**src/common/qspim_pkg.sv**
```systemverilog
// Register map, sequence codes and bus/FIFO word layouts
// Word addressed register bus, 4-bit address and 32-bit data only
// Command FIFO layout must match the SPI engine on the far side

package qspim_pkg;

  // ------------------------------------------------------------------
  // Widths
  // ------------------------------------------------------------------
  localparam int WB_AW       = 4;
  localparam int WB_DW       = 32;
  localparam int CMD_FIFO_WD = 36;   // SOC + EOC + 34-bit payload

  // Register word addresses
  localparam logic [WB_AW-1:0] GLBL_CTRL     = 4'h0;
  localparam logic [WB_AW-1:0] DMEM_CTRL1    = 4'h1;
  localparam logic [WB_AW-1:0] DMEM_CTRL2    = 4'h2;
  localparam logic [WB_AW-1:0] DMEM_CS_AMAP  = 4'h3;  // Per CS address byte
  localparam logic [WB_AW-1:0] DMEM_CS_AMASK = 4'h4;  // Per CS mask byte
  localparam logic [WB_AW-1:0] IMEM_CTRL1    = 4'h5;
  localparam logic [WB_AW-1:0] IMEM_CTRL2    = 4'h6;
  localparam logic [WB_AW-1:0] IMEM_ADDR     = 4'h7;
  localparam logic [WB_AW-1:0] IMEM_WDATA    = 4'h8;  // Write pushes to cmd FIFO
  localparam logic [WB_AW-1:0] IMEM_RDATA    = 4'h9;  // Read pops the res FIFO

  // ------------------------------------------------------------------
  // SPI sequence codes
  // ------------------------------------------------------------------
  localparam logic [3:0] P_FSM_C     = 4'b0000;  // Cmd only
  localparam logic [3:0] P_FSM_CW    = 4'b0001;  // Cmd, write
  localparam logic [3:0] P_FSM_CA    = 4'b0010;  // Cmd, addr
  localparam logic [3:0] P_FSM_CAR   = 4'b0011;  // Cmd, addr, read
  localparam logic [3:0] P_FSM_CADR  = 4'b0100;  // Cmd, addr, dummy, read
  localparam logic [3:0] P_FSM_CAMR  = 4'b0101;  // Cmd, addr, mode, read
  localparam logic [3:0] P_FSM_CAMDR = 4'b0110;  // Cmd, addr, mode, dummy, read
  localparam logic [3:0] P_FSM_CAW   = 4'b0111;  // Cmd, addr, write
  localparam logic [3:0] P_FSM_CADW  = 4'b1000;  // Cmd, addr, dummy, write
  localparam logic [3:0] P_FSM_CAMW  = 4'b1001;  // Cmd, addr, mode, write
  localparam logic [3:0] P_FSM_CDR   = 4'b1010;  // Cmd, dummy, read
  localparam logic [3:0] P_FSM_CDW   = 4'b1011;  // Cmd, dummy, write
  localparam logic [3:0] P_FSM_CR    = 4'b1100;  // Cmd, read

  // Lane modes
  localparam logic [1:0] P_SINGLE = 2'b00;
  localparam logic [1:0] P_DOUBLE = 2'b01;
  localparam logic [1:0] P_QUAD   = 2'b10;
  localparam logic [1:0] P_QDDR   = 2'b11;

  // Where imode hands over to fmode
  localparam logic [1:0] P_MODE_SWITCH_IDLE    = 2'b00;
  localparam logic [1:0] P_MODE_SWITCH_AT_ADDR = 2'b01;
  localparam logic [1:0] P_MODE_SWITCH_AT_DATA = 2'b10;

  localparam logic [7:0] P_QIOR = 8'hEB;  // Quad IO read, direct default
  localparam logic [7:0] P_QOR  = 8'h6B;  // Quad out read, indirect default
  localparam logic [3:0] P_CS0  = 4'b0001;

  // ------------------------------------------------------------------
  // Packed structs
  // ------------------------------------------------------------------
  typedef struct packed {
    logic [1:0] imode;      // Lanes before switch point
    logic [1:0] fmode;      // Lanes after switch point
    logic [1:0] switch;
    logic [3:0] dummy_cnt;
    logic       fsm_reset;
    logic [7:0] cmd;
    logic [7:0] mode;
    logic [3:0] seq;
    logic [1:0] addr_cnt;
    logic [7:0] data_cnt;   // Bytes
  } spi_mode_cfg_t;

  typedef struct packed {
    logic [3:0][7:0] addr;   // Index = chip select
    logic [3:0][7:0] amask;
  } cs_map_t;

  typedef struct packed {
    logic [1:0] cs_early;
    logic [1:0] cs_late;
    logic [7:0] clk_div;
  } glbl_cfg_t;

  typedef struct packed {
    logic             cyc;
    logic             stb;
    logic             we;
    logic [3:0]       sel;
    logic [WB_AW-1:0] adr;
    logic [WB_DW-1:0] dat;
  } wb_req_t;

  // Header word payload, 34 bits
  typedef struct packed {
    logic [7:0] data_cnt;
    logic [3:0] dummy_cnt;
    logic [1:0] addr_cnt;
    logic [3:0] seq;
    logic [7:0] mode;
    logic [7:0] cmd;
  } cmd_hdr_t;

  // Payload is a header, or 2'b00 and an address/data word
  typedef struct packed {
    logic                   soc;
    logic                   eoc;
    logic [CMD_FIFO_WD-3:0] payload;
  } cmd_word_t;

endpackage

```
**src/design/qspim_wb_slave.sv**
```systemverilog
// Wishbone classic decode, master holds request until ack
// Plain registers ack after one cycle, indirect ones wait for the engine

`timescale 1ns/1ps

module qspim_wb_slave import qspim_pkg::*; (
  input  logic             mclk,
  input  logic             rst_n,
  input  wb_req_t          wb_req,
  output logic             wb_ack,
  output logic [WB_DW-1:0] wb_rdata,
  output logic             reg_we,
  input  logic [WB_DW-1:0] reg_rdata,
  output logic             imem_wr_req,
  output logic             imem_rd_req,
  input  logic             wrdy,
  input  logic             rrdy,
  input  logic [WB_DW-1:0] imem_rdata
);

  logic req_vld;     // Live request, not yet acked
  logic hit_wdata;
  logic hit_rdata;
  logic reg_rd;      // Plain register read
  logic ack_nxt;

  // ------------------------------------------------------------------
  // Decode
  // ------------------------------------------------------------------
  assign req_vld   = wb_req.cyc & wb_req.stb & ~wb_ack;  // Mask ack cycle
  assign hit_wdata = (wb_req.adr == IMEM_WDATA);
  assign hit_rdata = (wb_req.adr == IMEM_RDATA);

  assign imem_wr_req = req_vld &  wb_req.we &  hit_wdata;
  assign imem_rd_req = req_vld & ~wb_req.we &  hit_rdata;
  assign reg_we      = req_vld &  wb_req.we & ~hit_wdata;
  assign reg_rd      = req_vld & ~wb_req.we & ~hit_rdata;

  // Indirect accesses finish on the engine's qualifier
  assign ack_nxt = reg_we | reg_rd
                 | (imem_wr_req & wrdy)
                 | (imem_rd_req & rrdy);

  // ------------------------------------------------------------------
  // Ack and read data
  // ------------------------------------------------------------------
  always_ff @(posedge mclk) begin
    if (!rst_n) begin
      wb_ack <= 1'b0;
    end else begin
      wb_ack <= ack_nxt;   // One cycle pulse, req_vld drops with it
    end
  end

  always_ff @(posedge mclk) begin
    if (reg_rd) begin
      wb_rdata <= reg_rdata;
    end else if (imem_rd_req && rrdy) begin
      wb_rdata <= imem_rdata;   // Word popped this cycle
    end
  end

endmodule

```
**src/design/qspim_cfg_regs.sv**
```systemverilog
// Configuration registers with byte lane writes under sel
// Readback follows the write field packing
// IMEM_RDATA is served by the indirect engine and reads zero here

`timescale 1ns/1ps

module qspim_cfg_regs import qspim_pkg::*; (
  input  logic             mclk,
  input  logic             rst_n,
  input  wb_req_t          wb_req,
  input  logic             reg_we,
  output logic [WB_DW-1:0] reg_rdata,
  output glbl_cfg_t        glbl_cfg,
  output spi_mode_cfg_t    dmem_cfg,
  output cs_map_t          dmem_cs_map,
  output logic [3:0]       imem_cs,
  output spi_mode_cfg_t    imem_cfg,
  output logic [31:0]      imem_addr,
  input  logic [31:0]      imem_wdata_last
);

  logic [3:0]       sel;
  logic [WB_DW-1:0] wdat;

  assign sel  = wb_req.sel;
  assign wdat = wb_req.dat;

  // ------------------------------------------------------------------
  // Field helpers, shared by direct and indirect setups
  // ------------------------------------------------------------------
  function automatic spi_mode_cfg_t wr_ctrl1(spi_mode_cfg_t cur, logic [3:0] be,
                                             logic [31:0] d);
    spi_mode_cfg_t nxt;
    nxt = cur;
    if (be[0]) begin
      nxt.imode = d[5:4];
      nxt.fmode = d[7:6];
    end
    if (be[1]) begin
      nxt.switch    = d[9:8];
      nxt.dummy_cnt = d[13:10];
      nxt.fsm_reset = d[15];   // Bit 14 reserved
    end
    return nxt;
  endfunction

  function automatic spi_mode_cfg_t wr_ctrl2(spi_mode_cfg_t cur, logic [3:0] be,
                                             logic [31:0] d);
    spi_mode_cfg_t nxt;
    nxt = cur;
    if (be[0]) nxt.cmd = d[7:0];
    if (be[1]) nxt.mode = d[15:8];
    if (be[2]) begin
      nxt.seq      = d[19:16];
      nxt.addr_cnt = d[21:20];
    end
    if (be[3]) nxt.data_cnt = d[31:24];
    return nxt;
  endfunction

  // Plain byte merge for whole-word registers
  function automatic logic [31:0] wr_bytes(logic [31:0] cur, logic [3:0] be,
                                           logic [31:0] d);
    logic [31:0] nxt;
    nxt = cur;
    for (int i = 0; i < 4; i++) begin
      if (be[i]) nxt[8*i +: 8] = d[8*i +: 8];
    end
    return nxt;
  endfunction

  function automatic logic [31:0] rd_ctrl1(spi_mode_cfg_t c);
    return {16'h0, c.fsm_reset, 1'b0, c.dummy_cnt, c.switch, c.fmode, c.imode, 4'h0};
  endfunction

  function automatic logic [31:0] rd_ctrl2(spi_mode_cfg_t c);
    return {c.data_cnt, 2'b00, c.addr_cnt, c.seq, c.mode, c.cmd};
  endfunction

  // ------------------------------------------------------------------
  // Register writes
  // ------------------------------------------------------------------
  always_ff @(posedge mclk) begin
    if (!rst_n) begin
      glbl_cfg <= '{cs_early: 2'd1, cs_late: 2'd1, clk_div: 8'd2};
      // Direct reads default to quad IO with mode and dummy, 32 bytes
      dmem_cfg <= '{imode: P_QUAD, fmode: P_QUAD, switch: P_MODE_SWITCH_AT_ADDR,
                    dummy_cnt: 4'd1, fsm_reset: 1'b0, cmd: P_QIOR, mode: 8'h00,
                    seq: P_FSM_CAMDR, addr_cnt: 2'd2, data_cnt: 8'h20};
      imem_cfg <= '{imode: P_QUAD, fmode: P_QUAD, switch: P_MODE_SWITCH_AT_DATA,
                    dummy_cnt: 4'd0, fsm_reset: 1'b0, cmd: P_QOR, mode: 8'h00,
                    seq: P_FSM_CADR, addr_cnt: 2'd2, data_cnt: 8'h00};
      // 16MB window per chip select
      dmem_cs_map.addr  <= {8'h30, 8'h20, 8'h10, 8'h00};
      dmem_cs_map.amask <= {4{8'hF0}};
      imem_cs   <= P_CS0;
      imem_addr <= '0;
    end else if (reg_we) begin
      case (wb_req.adr)
        GLBL_CTRL: begin
          if (sel[0]) begin
            glbl_cfg.cs_early <= wdat[1:0];
            glbl_cfg.cs_late  <= wdat[3:2];
          end
          if (sel[1]) glbl_cfg.clk_div <= wdat[15:8];
        end
        DMEM_CTRL1:    dmem_cfg <= wr_ctrl1(dmem_cfg, sel, wdat);
        DMEM_CTRL2:    dmem_cfg <= wr_ctrl2(dmem_cfg, sel, wdat);
        DMEM_CS_AMAP:  dmem_cs_map.addr  <= wr_bytes(dmem_cs_map.addr, sel, wdat);
        DMEM_CS_AMASK: dmem_cs_map.amask <= wr_bytes(dmem_cs_map.amask, sel, wdat);
        IMEM_CTRL1: begin
          imem_cfg <= wr_ctrl1(imem_cfg, sel, wdat);
          if (sel[0]) imem_cs <= wdat[3:0];   // One-hot CS
        end
        IMEM_CTRL2:    imem_cfg  <= wr_ctrl2(imem_cfg, sel, wdat);
        IMEM_ADDR:     imem_addr <= wr_bytes(imem_addr, sel, wdat);
        default: ;   // IMEM_WDATA goes to the engine
      endcase
    end
  end

  // ------------------------------------------------------------------
  // Read mux
  // ------------------------------------------------------------------
  always_comb begin
    reg_rdata = '0;
    case (wb_req.adr)
      GLBL_CTRL:     reg_rdata = {16'h0, glbl_cfg.clk_div, 4'h0,
                                  glbl_cfg.cs_late, glbl_cfg.cs_early};
      DMEM_CTRL1:    reg_rdata = rd_ctrl1(dmem_cfg);
      DMEM_CTRL2:    reg_rdata = rd_ctrl2(dmem_cfg);
      DMEM_CS_AMAP:  reg_rdata = dmem_cs_map.addr;
      DMEM_CS_AMASK: reg_rdata = dmem_cs_map.amask;
      IMEM_CTRL1:    reg_rdata = rd_ctrl1(imem_cfg) | {28'h0, imem_cs};
      IMEM_CTRL2:    reg_rdata = rd_ctrl2(imem_cfg);
      IMEM_ADDR:     reg_rdata = imem_addr;
      IMEM_WDATA:    reg_rdata = imem_wdata_last;   // Last word pushed
      default:       reg_rdata = '0;
    endcase
  end

endmodule

```
**src/design/qspim_imem_ctrl.sv**
```systemverilog
// Indirect access engine, one transaction at a time
// Launches only on an empty command FIFO, fsm_reset holds it idle
// Data count is in bytes, words per phase = (data_cnt - 1) / 4 + 1

`timescale 1ns/1ps

module qspim_imem_ctrl import qspim_pkg::*; (
  input  logic             mclk,
  input  logic             rst_n,
  input  spi_mode_cfg_t    imem_cfg,
  input  logic [31:0]      imem_addr,
  input  logic             wr_req,
  input  logic [WB_DW-1:0] wr_data,
  input  logic             rd_req,
  output logic             wrdy,
  output logic             rrdy,
  output logic [WB_DW-1:0] rdata,
  output logic [WB_DW-1:0] wdata_last,
  input  logic             cmd_fifo_full,
  input  logic             cmd_fifo_empty,
  output logic             cmd_fifo_wr,
  output cmd_word_t        cmd_fifo_wdata,
  input  logic             res_fifo_empty,
  input  logic [WB_DW-1:0] res_fifo_rdata,
  output logic             res_fifo_rd
);

  typedef enum logic [2:0] {
    S_IDLE, S_ADDR, S_WRITE, S_WR_BUSY, S_READ, S_RD_BUSY, S_ACK
  } state_t;

  state_t     state;
  state_t     next_state;
  logic [5:0] cnt;           // Data word index
  logic [5:0] next_cnt;
  logic [7:0] cnt_m1;
  logic       last_word;
  cmd_hdr_t   hdr;

  assign cnt_m1    = imem_cfg.data_cnt - 8'd1;
  assign last_word = (cnt == cnt_m1[7:2]);
  assign hdr = '{data_cnt: imem_cfg.data_cnt, dummy_cnt: imem_cfg.dummy_cnt,
                 addr_cnt: imem_cfg.addr_cnt, seq: imem_cfg.seq,
                 mode: imem_cfg.mode, cmd: imem_cfg.cmd};

  always_ff @(posedge mclk) begin
    if (!rst_n || imem_cfg.fsm_reset) begin
      state <= S_IDLE;
      cnt   <= '0;
    end else begin
      state <= next_state;
      cnt   <= next_cnt;
    end
  end

  // Readback copy of IMEM_WDATA
  always_ff @(posedge mclk) begin
    if (wr_req && wrdy) wdata_last <= wr_data;
  end

  // ------------------------------------------------------------------
  // Next state and FIFO strobes
  // ------------------------------------------------------------------
  always_comb begin
    next_state     = state;
    next_cnt       = cnt;
    wrdy           = 1'b0;
    rrdy           = 1'b0;
    rdata          = '0;
    cmd_fifo_wr    = 1'b0;
    cmd_fifo_wdata = '0;
    res_fifo_rd    = 1'b0;

    case (state)
      S_IDLE: begin
        next_cnt = '0;
        if ((wr_req || rd_req) && cmd_fifo_empty && !imem_cfg.fsm_reset) begin
          cmd_fifo_wr    = 1'b1;
          cmd_fifo_wdata = '{soc: 1'b1, eoc: 1'b0, payload: hdr};
          case (imem_cfg.seq)
            P_FSM_C: begin
              cmd_fifo_wdata.eoc = 1'b1;   // Header is the whole command
              wrdy       = 1'b1;
              next_state = S_ACK;
            end
            P_FSM_CW, P_FSM_CDW: next_state = S_WRITE;
            P_FSM_CA, P_FSM_CAR, P_FSM_CADR, P_FSM_CAMR, P_FSM_CAMDR,
            P_FSM_CAW, P_FSM_CADW, P_FSM_CAMW: next_state = S_ADDR;
            P_FSM_CDR, P_FSM_CR: begin
              cmd_fifo_wdata.eoc = 1'b1;
              next_state = S_READ;
            end
            default: cmd_fifo_wr = 1'b0;   // Unused code, nothing sent
          endcase
        end
      end
      S_ADDR: begin
        if (!cmd_fifo_full) begin
          cmd_fifo_wr    = 1'b1;
          cmd_fifo_wdata = '{soc: 1'b0, eoc: 1'b1, payload: {2'b00, imem_addr}};
          case (imem_cfg.seq)
            P_FSM_CA: begin
              wrdy       = 1'b1;
              next_state = S_ACK;
            end
            P_FSM_CAW, P_FSM_CADW, P_FSM_CAMW: begin
              cmd_fifo_wdata.eoc = 1'b0;   // Data words follow
              next_state = S_WRITE;
            end
            default: next_state = S_READ;
          endcase
        end
      end
      S_WRITE: begin
        if (!cmd_fifo_full && wr_req) begin
          wrdy           = 1'b1;
          cmd_fifo_wr    = 1'b1;
          cmd_fifo_wdata = '{soc: 1'b0, eoc: last_word, payload: {2'b00, wr_data}};
          if (last_word) begin
            next_state = S_ACK;
          end else begin
            next_state = S_WR_BUSY;
            next_cnt   = cnt + 6'd1;
          end
        end
      end
      S_WR_BUSY: if (!wr_req) next_state = S_WRITE;   // Wait for bus to drop stb
      S_READ: begin
        if (!res_fifo_empty && rd_req) begin
          rrdy        = 1'b1;
          rdata       = res_fifo_rdata;
          res_fifo_rd = 1'b1;
          if (last_word) begin
            next_state = S_ACK;
          end else begin
            next_state = S_RD_BUSY;
            next_cnt   = cnt + 6'd1;
          end
        end
      end
      S_RD_BUSY: if (!rd_req) next_state = S_READ;
      S_ACK:     next_state = S_IDLE;   // Gap before next launch
      default:   next_state = S_IDLE;
    endcase
  end

endmodule

```
**src/design/qspim_regs.sv**
```systemverilog
// Register and indirect access front end of the quad SPI controller
// Wishbone classic slave, one outstanding cycle, registered ack
// Command and response FIFOs live outside this block

`timescale 1ns/1ps

module qspim_regs import qspim_pkg::*; (
  input  logic             mclk,
  input  logic             rst_n,
  input  wb_req_t          wb_req,
  output logic             wb_ack,
  output logic [WB_DW-1:0] wb_rdata,
  output glbl_cfg_t        glbl_cfg,
  output spi_mode_cfg_t    dmem_cfg,
  output cs_map_t          dmem_cs_map,
  output logic [3:0]       imem_cs,
  input  logic             cmd_fifo_full,
  input  logic             cmd_fifo_empty,
  output logic             cmd_fifo_wr,
  output cmd_word_t        cmd_fifo_wdata,
  input  logic             res_fifo_empty,
  input  logic [WB_DW-1:0] res_fifo_rdata,
  output logic             res_fifo_rd
);

  logic             reg_we;
  logic [WB_DW-1:0] reg_rdata;
  logic             imem_wr_req;     // IMEM_WDATA write pending
  logic             imem_rd_req;     // IMEM_RDATA read pending
  logic             wrdy;
  logic             rrdy;
  logic [WB_DW-1:0] imem_rdata;
  logic [WB_DW-1:0] imem_wdata_last;
  spi_mode_cfg_t    imem_cfg;
  logic [31:0]      imem_addr;

  // Bus decode and ack
  qspim_wb_slave i_wb_slave (
    .mclk, .rst_n, .wb_req, .wb_ack, .wb_rdata,
    .reg_we, .reg_rdata,
    .imem_wr_req, .imem_rd_req, .wrdy, .rrdy, .imem_rdata
  );

  // Configuration registers
  qspim_cfg_regs i_cfg_regs (
    .mclk, .rst_n, .wb_req, .reg_we, .reg_rdata,
    .glbl_cfg, .dmem_cfg, .dmem_cs_map, .imem_cs,
    .imem_cfg, .imem_addr, .imem_wdata_last
  );

  // Indirect engine, data comes straight off the bus
  qspim_imem_ctrl i_imem_ctrl (
    .mclk, .rst_n, .imem_cfg, .imem_addr,
    .wr_req     (imem_wr_req),
    .wr_data    (wb_req.dat),
    .rd_req     (imem_rd_req),
    .wrdy, .rrdy,
    .rdata      (imem_rdata),
    .wdata_last (imem_wdata_last),
    .cmd_fifo_full, .cmd_fifo_empty, .cmd_fifo_wr, .cmd_fifo_wdata,
    .res_fifo_empty, .res_fifo_rdata, .res_fifo_rd
  );

endmodule

```
**config.mk**
```make
export PLATFORM = sky130hd
export DESIGN_NAME = qspim_regs
export DESIGN_NICKNAME = d
export VERILOG_FILES = /design/src/common/qspim_pkg.sv /design/src/design/qspim_wb_slave.sv /design/src/design/qspim_cfg_regs.sv /design/src/design/qspim_imem_ctrl.sv /design/src/design/qspim_regs.sv
export SDC_FILE = /design/constraint.sdc
export NUM_CORES = 1
export LEC_CHECK = 0
export BUFFER_PORTS_ARGS = -buffer_cell sky130_fd_sc_hd__buf_2
export CORE_MARGIN = 2
export CORE_UTILIZATION = 50
export DETAILED_ROUTE_END_ITERATION = 10
export PLACE_DENSITY = 0.74
export SYNTH_ARGS = -nofsm -noshare
export SYNTH_HDL_FRONTEND = slang
export SYNTH_SLANG_ARGS = --single-unit
```
**constraint.sdc**
```tcl
create_clock -name mclk -period 8.9 [get_ports mclk]
set_clock_uncertainty 0.1 [all_clocks]
set_input_delay 1.78 -clock mclk [delete_from_list [all_inputs] [get_ports mclk]]
set_output_delay 1.78 -clock mclk [all_outputs]
set_load 0.05 [all_outputs]
```
# Yosys cells after proc, flatten, opt, wreduce, memory -nomap -nowiden
# Index checks and enable logic that the tools add are counted.
# totals
reg_bits,268
elab_cells,197
in_bits,80
# op_classes
addsub,2
n_eq_ne,34
reduce_logical,52
n_bitwise,22
mux,46
# op_table
op,n
$pmux W32 S9,1
$pmux W41 S2,2
$mux W32,4
$pmux W36 S3,1
$mux W35,2
$reduce_and A3 Y1,16
$reduce_and A4 Y1,12
$mux W36,1
$eq A4 B3 Y1 const B,8
$eq A4 B4 Y1 const B,7
$mux W6,4
$mux W8,3
$mux W3,7
$pmux W3 S6,1
$pmux W6 S3,1
$eq A4 B2 Y1 const B,4
$or A16 B4 Y16,1
$reduce_or A13 Y1,1
$mux W1,12
$pmux W3 S4,1
$and A1 B1 Y1,10
$eq A4 B1 Y1 const B,2
$logic_not A4 Y1,2
$not A1 Y1,8
other kinds (25),45

# Longest topological paths before layout
# depth
word_depth,12
mapped_depth,9
ltp_nobuf,6

# Modules after synthesis
# Synthesis repeated with hierarchy kept, for this count alone.
# unflattened
hier_cells,1405
area_unflattened_um2,13658.1
# by_module_without_submodules
module,instances,area_each_um2,seq_area_each_um2,cells_each
qspim_cfg_regs,1,9306.4,3883.7,1035
qspim_imem_ctrl,1,2695.1,1141.1,287
qspim_wb_slave,1,1656.6,980.9,83

# Worst setup path before layout
# Ideal clock, no wire load.
# synth_timing
path_kind,input to output
start,input port wb_req[32] in the netlist's numbering
end,output port cmd_fifo_wdata[23] in the netlist's numbering
required_ns,7.020
arrival_time_ns,3.865
cell_stages,9
n_path_buf,4
path_slack_ns,3.155
path_cell_list,buf_4 > or4b_1 > buf_2 > o22ai_1 > and3_1 > buf_2 > buf_2 > nand2_1 > nand2_1
# synth_rtl
item,line_no,text
start: declaration,qspim_regs.sv:10,"input wb_req_t wb_req,"
end: declaration,qspim_regs.sv:20,"output cmd_word_t cmd_fifo_wdata,"

==> impl_metrics.csv <==
group,metric,value,unit
drt,initialDrtViolationCount,1468,
setup_path,ff2ff_path_depth,7,
drt,route.detailed.drc,0,
timing,slew_headroom,0.01745,
floorplanning,die_w,161.9,um
power_and_ir_drop,leakagePower,5.842,nW
hold_path,min_from,"i_cfg_regs.imem_cfg[38]",
setup_path,crit_buf_inv,4,
global_route,grt_pass1_vias,11360,
placement,place_congestion,0.8801,
clocking,cts_sinks,268,
clocking,cts_setup_buffers,0,
placement,post-place-ws,2209,ps
global_route,grt_overflow_total,0,
placement,dp.final_hpwl,27380,um
final_layout,final_common_cell,"nand2_1",
timing,fin_ws,2126,ps
timing,setup-tns-final,0,ps
setup_path,critPathKind,"input pin to output pin",
setup_path,slowest_stage,"nor3_4",
yosys,synth_seq_area_share,0.4816,
global_route,antenna_found_initial,2,
final_layout,utilization,0.6098,
yosys,yosysWarnings,0,
drt,vias_per_cell,6.180,
yosys,synth_ff_type,"dfxtp_1",
global_route,grt_pass1_wl,63550,um
placement,post_dp_cell_area,13950,um^2
run_status,violations,"max-capacitance violations",
clocking,root_buffer,"clkbuf_16",
flow_run,drv_cap,1,
clocking,clkLatencyLatePin,550,ps
timing,finalCriticalPeriod,6774,ps
drt,drtAntennaViolNets,0,
setup_path,crit_family,"simple AND/OR/NAND/NOR gates",
timing,slew_viol_final,0,
setup_path,cp_cell_sequence,"buf_2, nor4b_4, buf_4, nand2_1, nor3_4, buf_4, a22oi_1, nand2_1, buf_2",
clocking,h-tree-depth,1,
setup_path,cp_max_fo,34,
clocking,ctsHoldBuffers,0,
setup_path,critPathLaunchType,"input pin",
setup_path,worstSetupEndpointType,"output pin",
yosys,syn_nets,1534,
yosys,syn_area_per_cell,8.583,um^2
setup_path,cp_data_arrival_time,4890,ps
yosys,synth_area,12470,um^2
clocking,cts_tree,"built",
final_layout,final_nets,1721,
timing,finalSetupViolCount,0,
floorplanning,num_rows,57,
setup_path,required,7020,ps
final_layout,areaGrowthSynthToFinish,19.26,%
setup_path,r2r-end,"i_imem_ctrl.wdata_last[25]",
drt,drtPass1Iterations,6,
run_status,status,"complete, but fails checks",
yosys,yosysUniqueCellTypes,62,
global_route,grt_start_max_net_pins,119,
floorplanning,ioPinCount,272,
final_layout,stdcell_area,14870,um^2
setup_path,cpPeakStageDelay,950,ps
placement,portBuffers,271,
drt,wire_per_inst,20.92,um
clocking,cts_buffers,29,
drt,via_count,12290,
hold_path,hold_path.class,"flip-flop to flip-flop",
power_and_ir_drop,power_density,180.5,nW/um^2
setup_path,r2r_slack,4370,ps
power_and_ir_drop,ir_drop,99.13,uV
floorplanning,floorplan.initialDensity,0.5113,
timing,worstMarginPinSlew,1466,ps
floorplanning,die_y,161.9,um
yosys,syn_inst,1453,
yosys,synth_seq_cells,268,
timing,period_share,0.7611,
hold_path,hold-path-endpoint,"i_cfg_regs.imem_cfg[38]",
clocking,clk_pin_slew,50,ps
setup_path,rr_startpoint,"i_imem_ctrl.state[0]",
clocking,cts_resized,0,
final_layout,layout_common_cells,"353 x nand2_1, 270 x buf_2, 220 x nand3_1",
final_layout,layout-drive-gt1-share,0.2130,
timing,rsz0062_at_grt,"no",
clocking,clockBufferDepth,3,
drt,wl,41590,um
hold_path,hold_depth,2,
floorplanning,core,24390,um^2
yosys,async_flop_share,0,
timing,clock.fmax,147.6,MHz
floorplanning,die-area,26220,um^2
yosys,synth-edff-count,64,
global_route,grt.total_usage,0.3037,
timing,hold_viol,0,
-- cells in the mapped netlist, drive strengths merged, types with 6 or more instances --
master / count / area [um^2]
nor2b: 6 / 37.54
a22o: 10 / 87.58
nand3: 220 / 1101
a31oi: 23 / 143.9
a21boi: 147 / 1104
nor3: 12 / 70.07
mux2i: 6 / 60.06
nand2b: 7 / 43.79
dfxtp: 204 / 4084
and2: 6 / 37.54
nand2: 353 / 1325
a222oi: 8 / 80.08
edfxtp: 64 / 1922
a21oi: 7 / 35.03
nor2: 12 / 45.04
a22oi: 101 / 758.2
buf: 48 / 200.2
o21ai: 23 / 115.1
clkbuf: 88 / 330.3
a21o: 21 / 157.7
or3: 8 / 50.05
a221oi: 25 / 219.0
-- metrics by stage --
stage	hold slack [ps]	cells	total power, W
6_report	371.9	1988	0.002685
5_1_grt	395.0	1987	0.002762
4_1_cts	376.2	1986	0.002687
3_5_place_dp	363.1	1933	0.001534
3_3_place_gp	351.1	1933	0.001532
2_1_floorplan	341.4	1453	0.001453
-- worst max-delay path by stage --
stage	startpoint	slack [ps]	to	cells after the start
after global placement	wb_req[33]	2300	cmd_fifo_wr	7
after global routing	wb_req[33]	2010	cmd_fifo_wdata[12]	9
after CTS	wb_req[33]	2220	cmd_fifo_wdata[11]	9
after floorplan	wb_req[32]	3160	cmd_fifo_wdata[23]	9
final	wb_req[33]	2130	cmd_fifo_wdata[11]	9
after detailed placement	wb_req[33]	2210	cmd_fifo_wdata[10]	9
-- logic make-up after synthesis --
kind of cell	share of synthesized area
compound gates	0.2283
xor+xnor	0.004916
flops	0.4816
buf+inv	0.04314
fa+ha+maj	0.001003
mux	0.005719
simple gates	0.2354
-- power by group --
group / total, W / internal [W] / switching, W / leakage, nW
combinational: 0.000240 / 0.0000705 / 0.000169 / 3.15
sequential: 0.00127 / 0.00125 / 0.0000182 / 2.23
clock: 0.00117 / 0.000684 / 0.000488 / 0.458
total: 0.00268 / 0.00201 / 0.000676 / 5.84
-- state kept, by name (all words and copies together), names as in the netlist --
signal and flops:
i_cfg_regs.dmem_cfg 41, i_cfg_regs.dmem_cs_map 64, i_cfg_regs.glbl_cfg 12, i_cfg_regs.imem_addr 32, i_cfg_regs.imem_cfg 41, i_cfg_regs.imem_cs 4, i_imem_ctrl.cnt 6, i_imem_ctrl.state 3
i_imem_ctrl.wdata_last 32, i_wb_slave.wb_ack 1, i_wb_slave.wb_rdata 32
-- per-layer routing --
metal	vias up	part of all wire	GRT usage
li1	5628	-	-
met1	5835	0.39	0.3991
met2	714	0.46	0.4849
met3	109	0.11	0.06410
met4	0	0.042	0.1335
met5	-	0	0
-- tightest hold or removal path, stage by stage (launching register included) --
cell and delay, ps:
dfxtp_1 310, nand2_1 50, nand3_1 60
-- final cells by class --
cell class | instances | area (um^2)
clock buffers | 45 | 855.8
repair buffers | 292 | 1516
multi-input cells | 1047 | 6013
fillers | 2187 | 9518
inverters | 2 | 7.507
well taps | 324 | 405.4
clock inverters | 8 | 63.81
diodes | 2 | 5.005
flip-flops and latches | 268 | 6006
(Power assumes the default switching activity.)
